`src/common/axi_pkg.sv`:
```
/*
 * AXI4 and ACE encodings
 * Channel field widths, cache attributes, snoop codes
 * and response bit positions used by the bridge
 */
package axi_pkg;

    localparam int AXI_SIZE_BITS  = 3;
    localparam int AXI_CACHE_BITS = 4;
    localparam int AXI_PROT_BITS  = 3;
    localparam int AXI_SNOOP_BITS = 4;
    localparam int AXI_RESP_BITS  = 2;

    // AxCACHE
    localparam logic [AXI_CACHE_BITS-1:0] CACHE_WRBACK_ALLOC = 4'b1111;
    localparam logic [AXI_CACHE_BITS-1:0] CACHE_DEVICE       = 4'b0000;   // Non-bufferable

    // ARSNOOP with ARDOMAIN inner shareable
    localparam logic [AXI_SNOOP_BITS-1:0] ARSNOOP_NO_SNOOP    = 4'd0;
    localparam logic [AXI_SNOOP_BITS-1:0] ARSNOOP_READ_SHARED = 4'd1;
    localparam logic [AXI_SNOOP_BITS-1:0] ARSNOOP_MAKE_UNIQUE = 4'd12;

    // AWSNOOP
    localparam logic [AXI_SNOOP_BITS-1:0] AWSNOOP_NO_SNOOP    = 4'd0;
    localparam logic [AXI_SNOOP_BITS-1:0] AWSNOOP_WRITE_BACK  = 4'd3;
    localparam logic [AXI_SNOOP_BITS-1:0] AWSNOOP_LINE_UNIQUE = 4'd1;

    localparam logic [AXI_SNOOP_BITS-1:0] AC_READ_UNIQUE = 4'd7;

    localparam int RESP_ERR_BIT = 1;        // SLVERR or DECERR

    // CRRESP bits
    localparam int CR_RESP_BITS  = 5;
    localparam int CR_DATA_XFER  = 0;
    localparam int CR_WAS_UNIQUE = 4;

endpackage

```
`src/common/l1_pkg.sv`:
```
/*
 * L1 cache side definitions
 * Widths of the L1 request and snoop channels, request type bits,
 * snoop request types and tag flag positions
 */
package l1_pkg;

    localparam int ADDR_BITS  = 32;
    localparam int LINE_BITS  = 64;         // Shortened cache line
    localparam int LINE_BYTES = LINE_BITS / 8;

    // L1 memory request type
    localparam int REQ_TYPE_BITS   = 3;
    localparam int REQ_TYPE_WRITE  = 0;
    localparam int REQ_TYPE_CACHED = 1;
    localparam int REQ_TYPE_UNIQUE = 2;

    // L1 snoop request type, zero is a flags-only lookup
    localparam int SNOOP_TYPE_BITS      = 2;
    localparam int SNOOP_TYPE_READDATA  = 0;
    localparam int SNOOP_TYPE_READCLEAN = 1;

    // D$ tag flags returned by a snoop lookup
    localparam int FLAG_BITS   = 2;
    localparam int FLAG_VALID  = 0;
    localparam int FLAG_SHARED = 1;

endpackage

```
`src/mem_bridge/mem_req_fsm.sv`:
```
`timescale 1ns/1ps

/*
 * Memory request FSM
 * Issues one L1 request as a single-beat AXI read or write
 * and returns data and faults to the L1 side
 */
module mem_req_fsm
    import l1_pkg::*, axi_pkg::*;
(
    input  logic                      i_clk,
    input  logic                      i_nrst,
    input  logic                      i_req_valid,
    input  logic                      i_req_path,
    input  logic [REQ_TYPE_BITS-1:0]  i_req_type,
    input  logic [AXI_SIZE_BITS-1:0]  i_req_size,
    input  logic [ADDR_BITS-1:0]      i_req_addr,
    input  logic [LINE_BYTES-1:0]     i_req_strb,
    input  logic [LINE_BITS-1:0]      i_req_data,
    input  logic                      i_ar_ready,
    input  logic                      i_r_valid,
    input  logic [LINE_BITS-1:0]      i_r_data,
    input  logic [AXI_RESP_BITS-1:0]  i_r_resp,
    input  logic                      i_r_last,
    input  logic                      i_aw_ready,
    input  logic                      i_w_ready,
    input  logic                      i_b_valid,
    input  logic [AXI_RESP_BITS-1:0]  i_b_resp,
    output logic                      o_req_ready,
    output logic                      o_resp_valid,
    output logic                      o_resp_path,
    output logic [LINE_BITS-1:0]      o_resp_data,
    output logic                      o_resp_load_fault,
    output logic                      o_resp_store_fault,
    output logic                      o_ar_valid,
    output logic [ADDR_BITS-1:0]      o_ar_addr,
    output logic [AXI_SIZE_BITS-1:0]  o_ar_size,
    output logic [AXI_CACHE_BITS-1:0] o_ar_cache,
    output logic [AXI_PROT_BITS-1:0]  o_ar_prot,
    output logic [AXI_SNOOP_BITS-1:0] o_ar_snoop,
    output logic                      o_r_ready,
    output logic                      o_aw_valid,
    output logic [ADDR_BITS-1:0]      o_aw_addr,
    output logic [AXI_SIZE_BITS-1:0]  o_aw_size,
    output logic [AXI_CACHE_BITS-1:0] o_aw_cache,
    output logic [AXI_PROT_BITS-1:0]  o_aw_prot,
    output logic [AXI_SNOOP_BITS-1:0] o_aw_snoop,
    output logic                      o_w_valid,
    output logic [LINE_BITS-1:0]      o_w_data,
    output logic [LINE_BYTES-1:0]     o_w_strb,
    output logic                      o_w_last,
    output logic                      o_b_ready
);

    typedef enum logic [2:0] {
        ST_IDLE, ST_AR, ST_R, ST_AW, ST_W, ST_B
    } state_t;

    state_t state, state_d;

    logic                      path_q;
    logic [ADDR_BITS-1:0]      addr_q;
    logic [AXI_SIZE_BITS-1:0]  size_q;
    logic [AXI_CACHE_BITS-1:0] cache_q;
    logic [AXI_SNOOP_BITS-1:0] snoop_q;
    logic [LINE_BITS-1:0]      wdata_q;
    logic [LINE_BYTES-1:0]     wstrb_q;
    logic [AXI_SNOOP_BITS-1:0] snoop_d;
    logic                      is_write;

    assign is_write = i_req_type[REQ_TYPE_WRITE];

    // Uncached accesses never snoop
    always_comb begin
        if (!i_req_type[REQ_TYPE_CACHED]) begin
            snoop_d = ARSNOOP_NO_SNOOP;
        end else if (is_write) begin
            snoop_d = i_req_type[REQ_TYPE_UNIQUE] ? AWSNOOP_LINE_UNIQUE : AWSNOOP_WRITE_BACK;
        end else begin
            snoop_d = i_req_type[REQ_TYPE_UNIQUE] ? ARSNOOP_MAKE_UNIQUE : ARSNOOP_READ_SHARED;
        end
    end

    always_comb begin
        state_d = state;
        case (state)
            ST_IDLE: if (i_req_valid) state_d = is_write ? ST_AW : ST_AR;
            ST_AR:   if (i_ar_ready) state_d = ST_R;
            ST_R:    if (i_r_valid && i_r_last) state_d = ST_IDLE;
            ST_AW:   if (i_aw_ready) state_d = i_w_ready ? ST_B : ST_W;   // Lone w_ready ignored
            ST_W:    if (i_w_ready) state_d = ST_B;
            ST_B:    if (i_b_valid) state_d = ST_IDLE;
            default: state_d = ST_IDLE;
        endcase
    end

    always_ff @(posedge i_clk or negedge i_nrst) begin
        if (!i_nrst) begin
            state <= ST_IDLE;
        end else begin
            state <= state_d;
        end
    end

    // Request captured while idle
    always_ff @(posedge i_clk) begin
        if (i_req_valid && state == ST_IDLE) begin
            path_q  <= i_req_path;
            addr_q  <= i_req_addr;
            size_q  <= i_req_size;
            cache_q <= i_req_type[REQ_TYPE_CACHED] ? CACHE_WRBACK_ALLOC : CACHE_DEVICE;
            snoop_q <= snoop_d;
            wdata_q <= is_write ? i_req_data : '0;
            wstrb_q <= is_write ? i_req_strb : '0;
        end
    end

    assign o_req_ready = (state == ST_IDLE);

    assign o_ar_valid = (state == ST_AR);
    assign o_ar_addr  = addr_q;
    assign o_ar_size  = size_q;
    assign o_ar_cache = cache_q;
    assign o_ar_prot  = {path_q, {(AXI_PROT_BITS-1){1'b0}}};   // Instruction bit only
    assign o_ar_snoop = snoop_q;
    assign o_r_ready  = (state == ST_R);

    assign o_aw_valid = (state == ST_AW);
    assign o_aw_addr  = addr_q;
    assign o_aw_size  = size_q;
    assign o_aw_cache = cache_q;
    assign o_aw_prot  = {path_q, {(AXI_PROT_BITS-1){1'b0}}};
    assign o_aw_snoop = snoop_q;
    assign o_w_valid  = (state == ST_AW) || (state == ST_W);
    assign o_w_data   = wdata_q;
    assign o_w_strb   = wstrb_q;
    assign o_w_last   = o_w_valid;                              // Single beat
    assign o_b_ready  = (state == ST_B);

    assign o_resp_valid = (state == ST_R && i_r_valid && i_r_last)
                       || (state == ST_B && i_b_valid);
    assign o_resp_path        = path_q;
    assign o_resp_data        = i_r_data;
    assign o_resp_load_fault  = (state == ST_R) && i_r_resp[RESP_ERR_BIT];
    assign o_resp_store_fault = (state == ST_B) && i_b_resp[RESP_ERR_BIT];

    // Slave must end every read with its single beat
    a_r_single_beat: assert property (@(posedge i_clk) disable iff (!i_nrst)
        (state == ST_R && i_r_valid) |-> i_r_last);

    // Nothing in flight on AXI while a new request can be taken
    a_ready_excl: assert property (@(posedge i_clk) disable iff (!i_nrst)
        o_req_ready |-> !(o_ar_valid || o_aw_valid || o_w_valid || i_r_valid || i_b_valid));

endmodule

```
`src/snoop/snoop_fsm.sv`:
```
`timescale 1ns/1ps

/*
 * ACE snoop FSM
 * Looks up the D$ tag flags for each AC snoop, answers on CR
 * and fetches the line for CD when it has to be passed on
 */
module snoop_fsm
    import l1_pkg::*, axi_pkg::*;
(
    input  logic                       i_clk,
    input  logic                       i_nrst,
    input  logic                       i_ac_valid,
    input  logic [ADDR_BITS-1:0]       i_ac_addr,
    input  logic [AXI_SNOOP_BITS-1:0]  i_ac_snoop,
    input  logic                       i_cr_ready,
    input  logic                       i_cd_ready,
    input  logic                       i_snoop_req_ready,
    input  logic                       i_snoop_resp_valid,
    input  logic [FLAG_BITS-1:0]       i_snoop_resp_flags,
    input  logic [LINE_BITS-1:0]       i_snoop_resp_data,
    output logic                       o_ac_ready,
    output logic                       o_cr_valid,
    output logic [CR_RESP_BITS-1:0]    o_cr_resp,
    output logic                       o_cd_valid,
    output logic [LINE_BITS-1:0]       o_cd_data,
    output logic                       o_snoop_req_valid,
    output logic [SNOOP_TYPE_BITS-1:0] o_snoop_req_type,
    output logic [ADDR_BITS-1:0]       o_snoop_req_addr
);

    typedef enum logic [2:0] {
        ST_IDLE, ST_LOOKUP, ST_CR, ST_CR_WAIT, ST_CD, ST_CD_WAIT
    } state_t;

    state_t state, state_d;

    logic                       cache_access;   // Second request reads the line
    logic [SNOOP_TYPE_BITS-1:0] req_type_q;
    logic [ADDR_BITS-1:0]       ac_addr_q;
    logic [AXI_SNOOP_BITS-1:0]  ac_snoop_q;
    logic [CR_RESP_BITS-1:0]    cr_resp_q;
    logic [LINE_BITS-1:0]       line_q;
    logic                       xfer;
    logic [CR_RESP_BITS-1:0]    cr_resp_now;
    logic [SNOOP_TYPE_BITS-1:0] data_type;

    // Line goes out when valid and either exclusive or asked for uniquely
    assign xfer = i_snoop_resp_flags[FLAG_VALID]
               && (!i_snoop_resp_flags[FLAG_SHARED] || ac_snoop_q == AC_READ_UNIQUE);

    always_comb begin
        cr_resp_now = '0;
        data_type   = '0;
        if (xfer) begin
            cr_resp_now[CR_DATA_XFER]  = 1'b1;
            cr_resp_now[CR_WAS_UNIQUE] = 1'b1;
        end
        if (ac_snoop_q == AC_READ_UNIQUE) begin
            data_type[SNOOP_TYPE_READCLEAN] = 1'b1;
        end else begin
            data_type[SNOOP_TYPE_READDATA] = 1'b1;
        end
    end

    always_comb begin
        state_d = state;
        case (state)
            ST_IDLE: begin
                if (i_ac_valid) begin
                    state_d = i_snoop_req_ready ? ST_CR : ST_LOOKUP;
                end
            end
            ST_LOOKUP: begin
                if (i_snoop_req_ready) begin
                    state_d = cache_access ? ST_CD : ST_CR;
                end
            end
            ST_CR: begin
                if (i_snoop_resp_valid) begin
                    if (!i_cr_ready) begin
                        state_d = ST_CR_WAIT;
                    end else begin
                        state_d = xfer ? ST_LOOKUP : ST_IDLE;
                    end
                end
            end
            ST_CR_WAIT: begin
                if (i_cr_ready) begin
                    state_d = cache_access ? ST_LOOKUP : ST_IDLE;
                end
            end
            ST_CD: begin
                if (i_snoop_resp_valid) begin
                    state_d = i_cd_ready ? ST_IDLE : ST_CD_WAIT;
                end
            end
            ST_CD_WAIT: if (i_cd_ready) state_d = ST_IDLE;
            default: state_d = ST_IDLE;
        endcase
    end

    always_ff @(posedge i_clk or negedge i_nrst) begin
        if (!i_nrst) begin
            state        <= ST_IDLE;
            cache_access <= 1'b0;
            req_type_q   <= '0;
        end else begin
            state <= state_d;
            if (state == ST_IDLE && i_ac_valid) begin
                cache_access <= 1'b0;
                req_type_q   <= '0;                     // First pass reads flags only
            end else if (state == ST_CR && i_snoop_resp_valid && xfer) begin
                cache_access <= 1'b1;
                req_type_q   <= data_type;
            end
        end
    end

    always_ff @(posedge i_clk) begin
        if (state == ST_IDLE && i_ac_valid) begin
            ac_addr_q  <= i_ac_addr;
            ac_snoop_q <= i_ac_snoop;
        end
        if (state == ST_CR && i_snoop_resp_valid) begin
            cr_resp_q <= cr_resp_now;
        end
        if (state == ST_CD && i_snoop_resp_valid) begin
            line_q <= i_snoop_resp_data;
        end
    end

    assign o_ac_ready = (state == ST_IDLE);

    // Lookup leaves in the AC cycle itself and retries from the held copy
    assign o_snoop_req_valid = (state == ST_IDLE && i_ac_valid) || (state == ST_LOOKUP);
    assign o_snoop_req_type  = (state == ST_LOOKUP) ? req_type_q : '0;
    assign o_snoop_req_addr  = (state == ST_IDLE) ? i_ac_addr : ac_addr_q;

    assign o_cr_valid = (state == ST_CR && i_snoop_resp_valid) || (state == ST_CR_WAIT);
    assign o_cr_resp  = (state == ST_CR_WAIT) ? cr_resp_q : cr_resp_now;
    assign o_cd_valid = (state == ST_CD && i_snoop_resp_valid) || (state == ST_CD_WAIT);
    assign o_cd_data  = (state == ST_CD_WAIT) ? line_q : i_snoop_resp_data;

    // L1 answers only an outstanding request
    a_no_stray_resp: assert property (@(posedge i_clk) disable iff (!i_nrst)
        o_ac_ready |-> !i_snoop_resp_valid);

    // Line held across CD back-pressure
    a_cd_stable: assert property (@(posedge i_clk) disable iff (!i_nrst)
        (o_cd_valid && !i_cd_ready) |=> (o_cd_valid && $stable(o_cd_data)));

endmodule

```
`src/source/l1_axi_bridge.sv`:
```
`timescale 1ns/1ps

/*
 * L1 to AXI4/ACE bridge
 * Joins the memory request path and the snoop path of the L1 caches
 * to a coherent interconnect port
 */
module l1_axi_bridge
    import l1_pkg::*, axi_pkg::*;
(
    input  logic                       i_clk,
    input  logic                       i_nrst,
    // L1 memory request and response
    input  logic                       i_req_valid,
    input  logic                       i_req_path,
    input  logic [REQ_TYPE_BITS-1:0]   i_req_type,
    input  logic [AXI_SIZE_BITS-1:0]   i_req_size,
    input  logic [ADDR_BITS-1:0]       i_req_addr,
    input  logic [LINE_BYTES-1:0]      i_req_strb,
    input  logic [LINE_BITS-1:0]       i_req_data,
    output logic                       o_req_ready,
    output logic                       o_resp_valid,
    output logic                       o_resp_path,
    output logic [LINE_BITS-1:0]       o_resp_data,
    output logic                       o_resp_load_fault,
    output logic                       o_resp_store_fault,
    // L1 snoop request and response
    output logic                       o_snoop_req_valid,
    output logic [SNOOP_TYPE_BITS-1:0] o_snoop_req_type,
    output logic [ADDR_BITS-1:0]       o_snoop_req_addr,
    input  logic                       i_snoop_req_ready,
    input  logic                       i_snoop_resp_valid,
    input  logic [FLAG_BITS-1:0]       i_snoop_resp_flags,
    input  logic [LINE_BITS-1:0]       i_snoop_resp_data,
    // AXI read
    output logic                       o_ar_valid,
    input  logic                       i_ar_ready,
    output logic [ADDR_BITS-1:0]       o_ar_addr,
    output logic [AXI_SIZE_BITS-1:0]   o_ar_size,
    output logic [AXI_CACHE_BITS-1:0]  o_ar_cache,
    output logic [AXI_PROT_BITS-1:0]   o_ar_prot,
    output logic [AXI_SNOOP_BITS-1:0]  o_ar_snoop,
    input  logic                       i_r_valid,
    output logic                       o_r_ready,
    input  logic [LINE_BITS-1:0]       i_r_data,
    input  logic [AXI_RESP_BITS-1:0]   i_r_resp,
    input  logic                       i_r_last,
    // AXI write
    output logic                       o_aw_valid,
    input  logic                       i_aw_ready,
    output logic [ADDR_BITS-1:0]       o_aw_addr,
    output logic [AXI_SIZE_BITS-1:0]   o_aw_size,
    output logic [AXI_CACHE_BITS-1:0]  o_aw_cache,
    output logic [AXI_PROT_BITS-1:0]   o_aw_prot,
    output logic [AXI_SNOOP_BITS-1:0]  o_aw_snoop,
    output logic                       o_w_valid,
    input  logic                       i_w_ready,
    output logic [LINE_BITS-1:0]       o_w_data,
    output logic [LINE_BYTES-1:0]      o_w_strb,
    output logic                       o_w_last,
    input  logic                       i_b_valid,
    output logic                       o_b_ready,
    input  logic [AXI_RESP_BITS-1:0]   i_b_resp,
    // ACE snoop channels
    input  logic                       i_ac_valid,
    output logic                       o_ac_ready,
    input  logic [ADDR_BITS-1:0]       i_ac_addr,
    input  logic [AXI_SNOOP_BITS-1:0]  i_ac_snoop,
    output logic                       o_cr_valid,
    input  logic                       i_cr_ready,
    output logic [CR_RESP_BITS-1:0]    o_cr_resp,
    output logic                       o_cd_valid,
    input  logic                       i_cd_ready,
    output logic [LINE_BITS-1:0]       o_cd_data
);

    // Port names match one to one, the two halves share only clock and reset
    mem_req_fsm u_mem_req_fsm (.*);

    snoop_fsm u_snoop_fsm (.*);

endmodule

```
`config.mk`:
```
export PLATFORM = sky130hd
export DESIGN_NAME = l1_axi_bridge
export DESIGN_NICKNAME = d
export VERILOG_FILES = /design/src/common/axi_pkg.sv /design/src/common/l1_pkg.sv /design/src/mem_bridge/mem_req_fsm.sv /design/src/snoop/snoop_fsm.sv /design/src/source/l1_axi_bridge.sv
export SDC_FILE = /design/constraint.sdc
export NUM_CORES = 1
export LEC_CHECK = 0
export ABC_AREA = 1
export ABC_CLOCK_PERIOD_IN_PS = 22700
export BUFFER_PORTS_ARGS = -buffer_cell sky130_fd_sc_hd__buf_2
export CORE_AREA = 8 8 240 242
export CTS_CLUSTER_DIAMETER = 50
export DETAILED_ROUTE_END_ITERATION = 8
export DIE_AREA = 0 0 248 250
export GPL_ROUTABILITY_DRIVEN = 0
export PLACE_DENSITY_LB_ADDON = 0.3
export SLEW_MARGIN = 15
export SYNTH_ARGS = -nofsm -noshare
export SYNTH_HDL_FRONTEND = slang
export SYNTH_HIERARCHICAL = 1
export SYNTH_SLANG_ARGS = --single-unit
```
`constraint.sdc`:
```
create_clock -name i_clk -period 22.7 [get_ports i_clk]
set_input_delay 3.405 -clock i_clk [delete_from_list [all_inputs] [get_ports i_clk]]
set_output_delay 3.405 -clock i_clk [all_outputs]
set_load 0.05 [all_outputs]
```
Yosys cells after proc, flatten, opt, wreduce, memory -nomap -nowiden --
Cells that the tools add are included.
Cells by class: reductions and logical operators 24, equality and inequality tests 23, muxes and demuxes 37
Operator list (count):
- $mux 64 | 1
- $mux 3 | 15
- $pmux 3 s6 | 2
- $mux 32 | 1
- $ne 2x2->1 const B | 9
- $eq 3x2->1 const B | 4
- $eq 3x3->1 const B | 4
- $logic_and 1x1->1 | 12
- $mux 2 | 6
- $mux 4 | 3
- $reduce_and 6->1 | 2
- $mux 1 | 8
- $eq 3x1->1 const B | 2
- $logic_not 3->1 | 2
- $logic_or 1x1->1 | 6
- $ne 2x1->1 const B | 3
- $mux 5 | 1
- $eq 4x3->1 const B | 1
- $reduce_bool 2->1 | 1
- $logic_not 1->1 | 1
Word-level totals: word-level logic and storage cells 99, flip-flop bits (word level) 226, input bits 295

Longest topological paths before layout --
depth in word-level cells 7, mapped depth 10, depth with buffers taken out 9

Hierarchy --
Netlist, hierarchy kept.
By module, submodules not included:
- mem_req_fsm | seq. area each 3438.3 um^2, cells each 445, area an instance 5157.4 um^2, instances 1
- snoop_fsm | seq. area each 3183.1 um^2, cells each 365, area an instance 4936.0 um^2, instances 1

Worst setup path before layout --
No wires, ideal clock.
path type input-to-reg, from in i_req_valid, to reg u_mem_req_fsm.addr_q[0], in the netlist u_mem_req_fsm/o_ar_addr[0] (enable), buffers on the path 0, arrival 10.978 ns, cell stages on the path 2, setup slack 11.002 ns, library setup time 0.720 ns, required time 21.980 ns, cell sequence inv_1 nor3_1
Between the ends: cells in the longest elaborated chain, start to end 1
Ends and longest elaborated chain:
- from (decl) | line l1_axi_bridge.sv:14 | input logic i_req_valid,
- $logic_and 1x1->1 | line mem_req_fsm.sv:107 | if (i_req_valid && state == ST_IDLE) begin
- to (signal assigned) | line mem_req_fsm.sv:109 | addr_q <= i_req_addr;
- to (decl) | line mem_req_fsm.sv:62 | logic [ADDR_BITS-1:0] addr_q;
Every way passes these cells. A chain may end at the register's enable or synchronous reset.

Worst setup path after layout --
from in i_snoop_resp_flags[0], to out o_cr_resp[0]
Between the ends: cells in the longest elaborated chain, start to end 3
Ends and longest elaborated chain:
- from (decl) | line l1_axi_bridge.sv:33 | input logic [FLAG_BITS-1:0] i_snoop_resp_flags,
- $logic_and 1x1->1 | line snoop_fsm.sv:50 | && (!i_snoop_resp_flags[FLAG_SHARED] || ac_snoop_q == AC_READ_UNIQUE);
- via u_snoop_fsm.xfer | line snoop_fsm.sv:44 | logic xfer;
- $mux 1 | line snoop_fsm.sv:55 | if (xfer) begin
- $mux 5 | line snoop_fsm.sv:141 | assign o_cr_resp = (state == ST_CR_WAIT) ? cr_resp_q : cr_resp_now;
- to (decl) | line l1_axi_bridge.sv:71 | output logic [CR_RESP_BITS-1:0] o_cr_resp,
The timed path passes the listed nets, and every way through them passes these cells.

==> results.toml <==
[logic_synthesis]
synthCells = 810
synth_area_per_cell_um2 = 12.5
ys_types = 30
yosys_warnings = 6
syn_area_um2 = 10100
yosysSeqAreaShare_pct = 65.6
yosys_register_bits = 222

[worst_hold_path]
holdPathStages = 2
hp-class = "reg2reg"
hp-start = "u_snoop_fsm/req_type_q[0]$_DFFE_PN0P_"
hold_end = "u_snoop_fsm/req_type_q[0]$_DFFE_PN0P_"

[grt]
grt_pass1_vias = 7589
grt_start_max_net_pins = 71
antenna_found_initial = 10
grt_pass1_wl_um = 47200
grt_overflow_total = 0
grtUsageTotal_pct = 9.82

[setup_path]
cp_slowest_cell = "a21boi_1"
cp_cell_sequence = "buf_2, a21boi_1, nor2_1, nor2_1, buf_2"
critPathLaunchType = "input port"
required_ns = 19.30
path_class = "in2out"
r2r_start = "u_mem_req_fsm/state[1]$_DFFE_PN0P_"
crit_buf_inv = 2
critPathMaxFanout = 5
endpoint_kind = "primary output"
cp_slowest_stage_delay_ns = 0.35
r2r-end = "u_mem_req_fsm/o_w_data[28]$_SDFFCE_PN0P_"
regToRegSetupSlack_ns = 20.02
arrival_ns = 4.40
critical-path-top-delay-family = "buffers and inverters"
rr_worst_depth = 5

[power_and_ir_drop]
vdd_drop_max_uv = 60.7
pwr_density_cell_nw_per_um2 = 135
p_leak_nw = 6.55

[detailed_routing]
wl_per_cell_um = 16.9
post_drt_via_cell_ratio = 3.64
wl_um = 32700
vias = 7045
met3_length_um = 3700
top_layer = "met5"
drc = 0
wl_met1_um = 12500
drt_iter0_drc = 241
wl_met2_um = 15500
firstDrtPassIters = 4
antenna_left = 0

[layout]
layout.nets = 1506
drive_gt1_share_pct = 51.5
synthToLayoutAreaGrowth_pct = 34.3

[clock_tree]
clk_latency_ns = 0.57
clockRootBuffer = "clkbuf_16"
ctsResizeCount = 0
cts-buffers-inserted = 30
htree_levels = 1
hold_buffers = 0
path_clk_slew_ns = 0.05
ctsLongestPathBuffers = 3
cts_tree = "done"
cts.sinks = 222
cts_setup_buffers = 0

[floorplanning]
die_area_um2 = 62000
ios = 641
core-area_um2 = 53500
start_util_pct = 18.9
die_height_um = 250
die_w_um = 248
placementRows = 85

[placed_design]
dp_hpwl_um = 26100
port_buffers = 503

[timing]
hold_viol = 0
fmax_mhz = 128
finalSetupViolations = 0
hold-worst-slack_ns = 0.513
min_period_over_period_pct = 34.4
finalCriticalPeriod_ns = 7.81
final.setup_skew_ns = 0.0252
grt_setup_unrepaired = "false"
worst_slew_pin_slew_ns = 0.963
fin_setup_tns_ns = 0
slew_viol_final = 0
maxSlewHeadroom_pct = 35.8

[outcome]
outcome = "complete, no violations"

[job]
maxCapViolCount = 0
## layout by cell type (no fill, tap or decap)
| cell | n |
|---|---|
| clkinv_4 | 1 |
| nand2_1 | 209 |
| buf_2 | 503 |
| nor3_2 | 1 |
| nand4_1 | 3 |
| clkbuf_1 | 4 |
| inv_8 | 1 |
| and2_1 | 1 |
| clkinv_1 | 5 |
| buf_4 | 7 |
| o21ai_1 | 2 |
| nor2_1 | 16 |
| o21ai_0 | 2 |
| clkinv_8 | 1 |
| mux2_2 | 25 |
| nand3b_1 | 3 |
| dfrtp_1 | 9 |
| nor2_4 | 1 |
| clkbuf_16 | 30 |
| nand2_2 | 2 |
| nor3_1 | 3 |
| inv_6 | 2 |
| o22ai_1 | 1 |
| mux2_4 | 39 |
| nand3_4 | 1 |
| nor3_4 | 1 |
| edfxtp_1 | 213 |
| conb_1 | 7 |
| o211ai_1 | 1 |
| diode_2 | 5 |
| a21boi_1 | 1 |
| a21oi_1 | 4 |
| clkinv_2 | 6 |
| inv_4 | 1 |
| inv_1 | 100 |
| nor2_2 | 6 |
| nand3_1 | 15 |
| inv_2 | 2 |
| bufinv_16 | 6 |
## synthesized netlist by cell type, drive strengths merged
cell type / instances / area (um2)
edfxtp: 213 / 6400
nand2: 211 / 797
buf: 142 / 1060
inv: 103 / 389
mux2: 64 / 867
nor2: 23 / 101
nand3: 16 / 92.6
dfrtp: 9 / 225
nor3: 5 / 36.3
a21oi: 4 / 20.0
clkbuf: 4 / 15.0
o21ai: 4 / 20.0
nand3b: 3 / 22.5
nand4: 3 / 18.8
conb: 2 / 7.51
a21boi: 1 / 7.51
and2: 1 / 6.26
o211ai: 1 / 7.51
o22ai: 1 / 6.26
## area by class of cell
cell class                      instances  area (um2)
Tap cell                              696         871
Clock buffer                           34         766
Clock inverter                         22         283
Multi-Input combinational cell        344        2040
Inverter                              103         389
Timing Repair Buffer                  510        2570
Antenna cell                            5        12.5
Sequential cell                       222        6620
Fill cell                            5729       39900
## per-stage QoR
| stage | instances | worst slack, ns | total power [W] | util (%) | area (um2) |
|---|---|---|---|---|---|
| floorplan | 815 | 11.00 | 0.00122 | - | 10100 |
| global placement | 1875 | 14.90 | 0.00135 | 23.4 | 12500 |
| detailed placement | 1875 | 14.87 | 0.00135 | 23.4 | 12500 |
| CTS | 1931 | 14.88 | 0.00186 | 25.3 | 13500 |
| global route | 1931 | 14.80 | 0.00191 | 25.3 | 13500 |
| finish | 1936 | 14.89 | 0.00183 | 25.3 | 13600 |
## how the worst max path moves through the flow
stage / end / depth (start not counted) / from / slack, ns
after floorplan: u_mem_req_fsm/o_ar_addr[0]$_DFFE_PP_ / 2 / i_req_valid / 11.00
after global placement: o_cr_resp[0] / 5 / i_snoop_resp_flags[0] / 14.90
after detailed placement: o_cr_resp[0] / 5 / i_snoop_resp_flags[0] / 14.87
after CTS: o_cr_resp[0] / 5 / i_snoop_resp_flags[0] / 14.88
after global routing: o_cr_resp[0] / 5 / i_snoop_resp_flags[0] / 14.80
final: o_cr_resp[0] / 5 / i_snoop_resp_flags[0] / 14.89
## power by group
part | internal, W | switching (W) | leakage [nW]
registers | 0.000538 | 0.0000324 | 2.09
clock network | 0.000311 | 0.000184 | 0.517
logic | 0.000146 | 0.000617 | 3.94
## flip-flops by register name, summed over array words and instances, names as in the netlist
register / count
u_mem_req_fsm/o_ar_cache: 1
u_snoop_fsm/ac_snoop_q: 4
u_snoop_fsm/req_type_q: 2
u_mem_req_fsm/o_ar_snoop: 3
u_mem_req_fsm/state: 3
u_mem_req_fsm/o_resp_path: 1
u_snoop_fsm/cr_resp_q: 1
u_mem_req_fsm/o_w_data: 64
u_snoop_fsm/ac_addr_q: 32
u_snoop_fsm/state: 3
u_mem_req_fsm/o_ar_addr: 32
u_snoop_fsm/line_q: 64
u_mem_req_fsm/o_w_strb: 8
u_snoop_fsm/cache_access: 1
u_mem_req_fsm/o_ar_size: 3
## worst register-to-register path, delay by kind of cell (launching register included)
kind                   cells  cell delay, ns
flip-flops                 1            0.45
buffers and inverters      3            1.42
AND/OR/NAND/NOR            2            0.31
## per-layer routing
layer	global-route usage, %	vias to the layer above
li1	-	3336
met1	10.8	3245
met2	16.5	374
met3	4.49	80
met4	3.60	10
met5	0	-
## logic make-up after synthesis
| logic type | synth area share, % |
|---|---|
| muxes | 8.59 |
| DFF | 65.6 |
| AOI/OAI and AO/OA | 0.608 |
| buffers and inverters | 14.5 |
| other | 0.0744 |
| and+or+nand+nor | 10.6 |
Power figures use the tool's default switching activity.
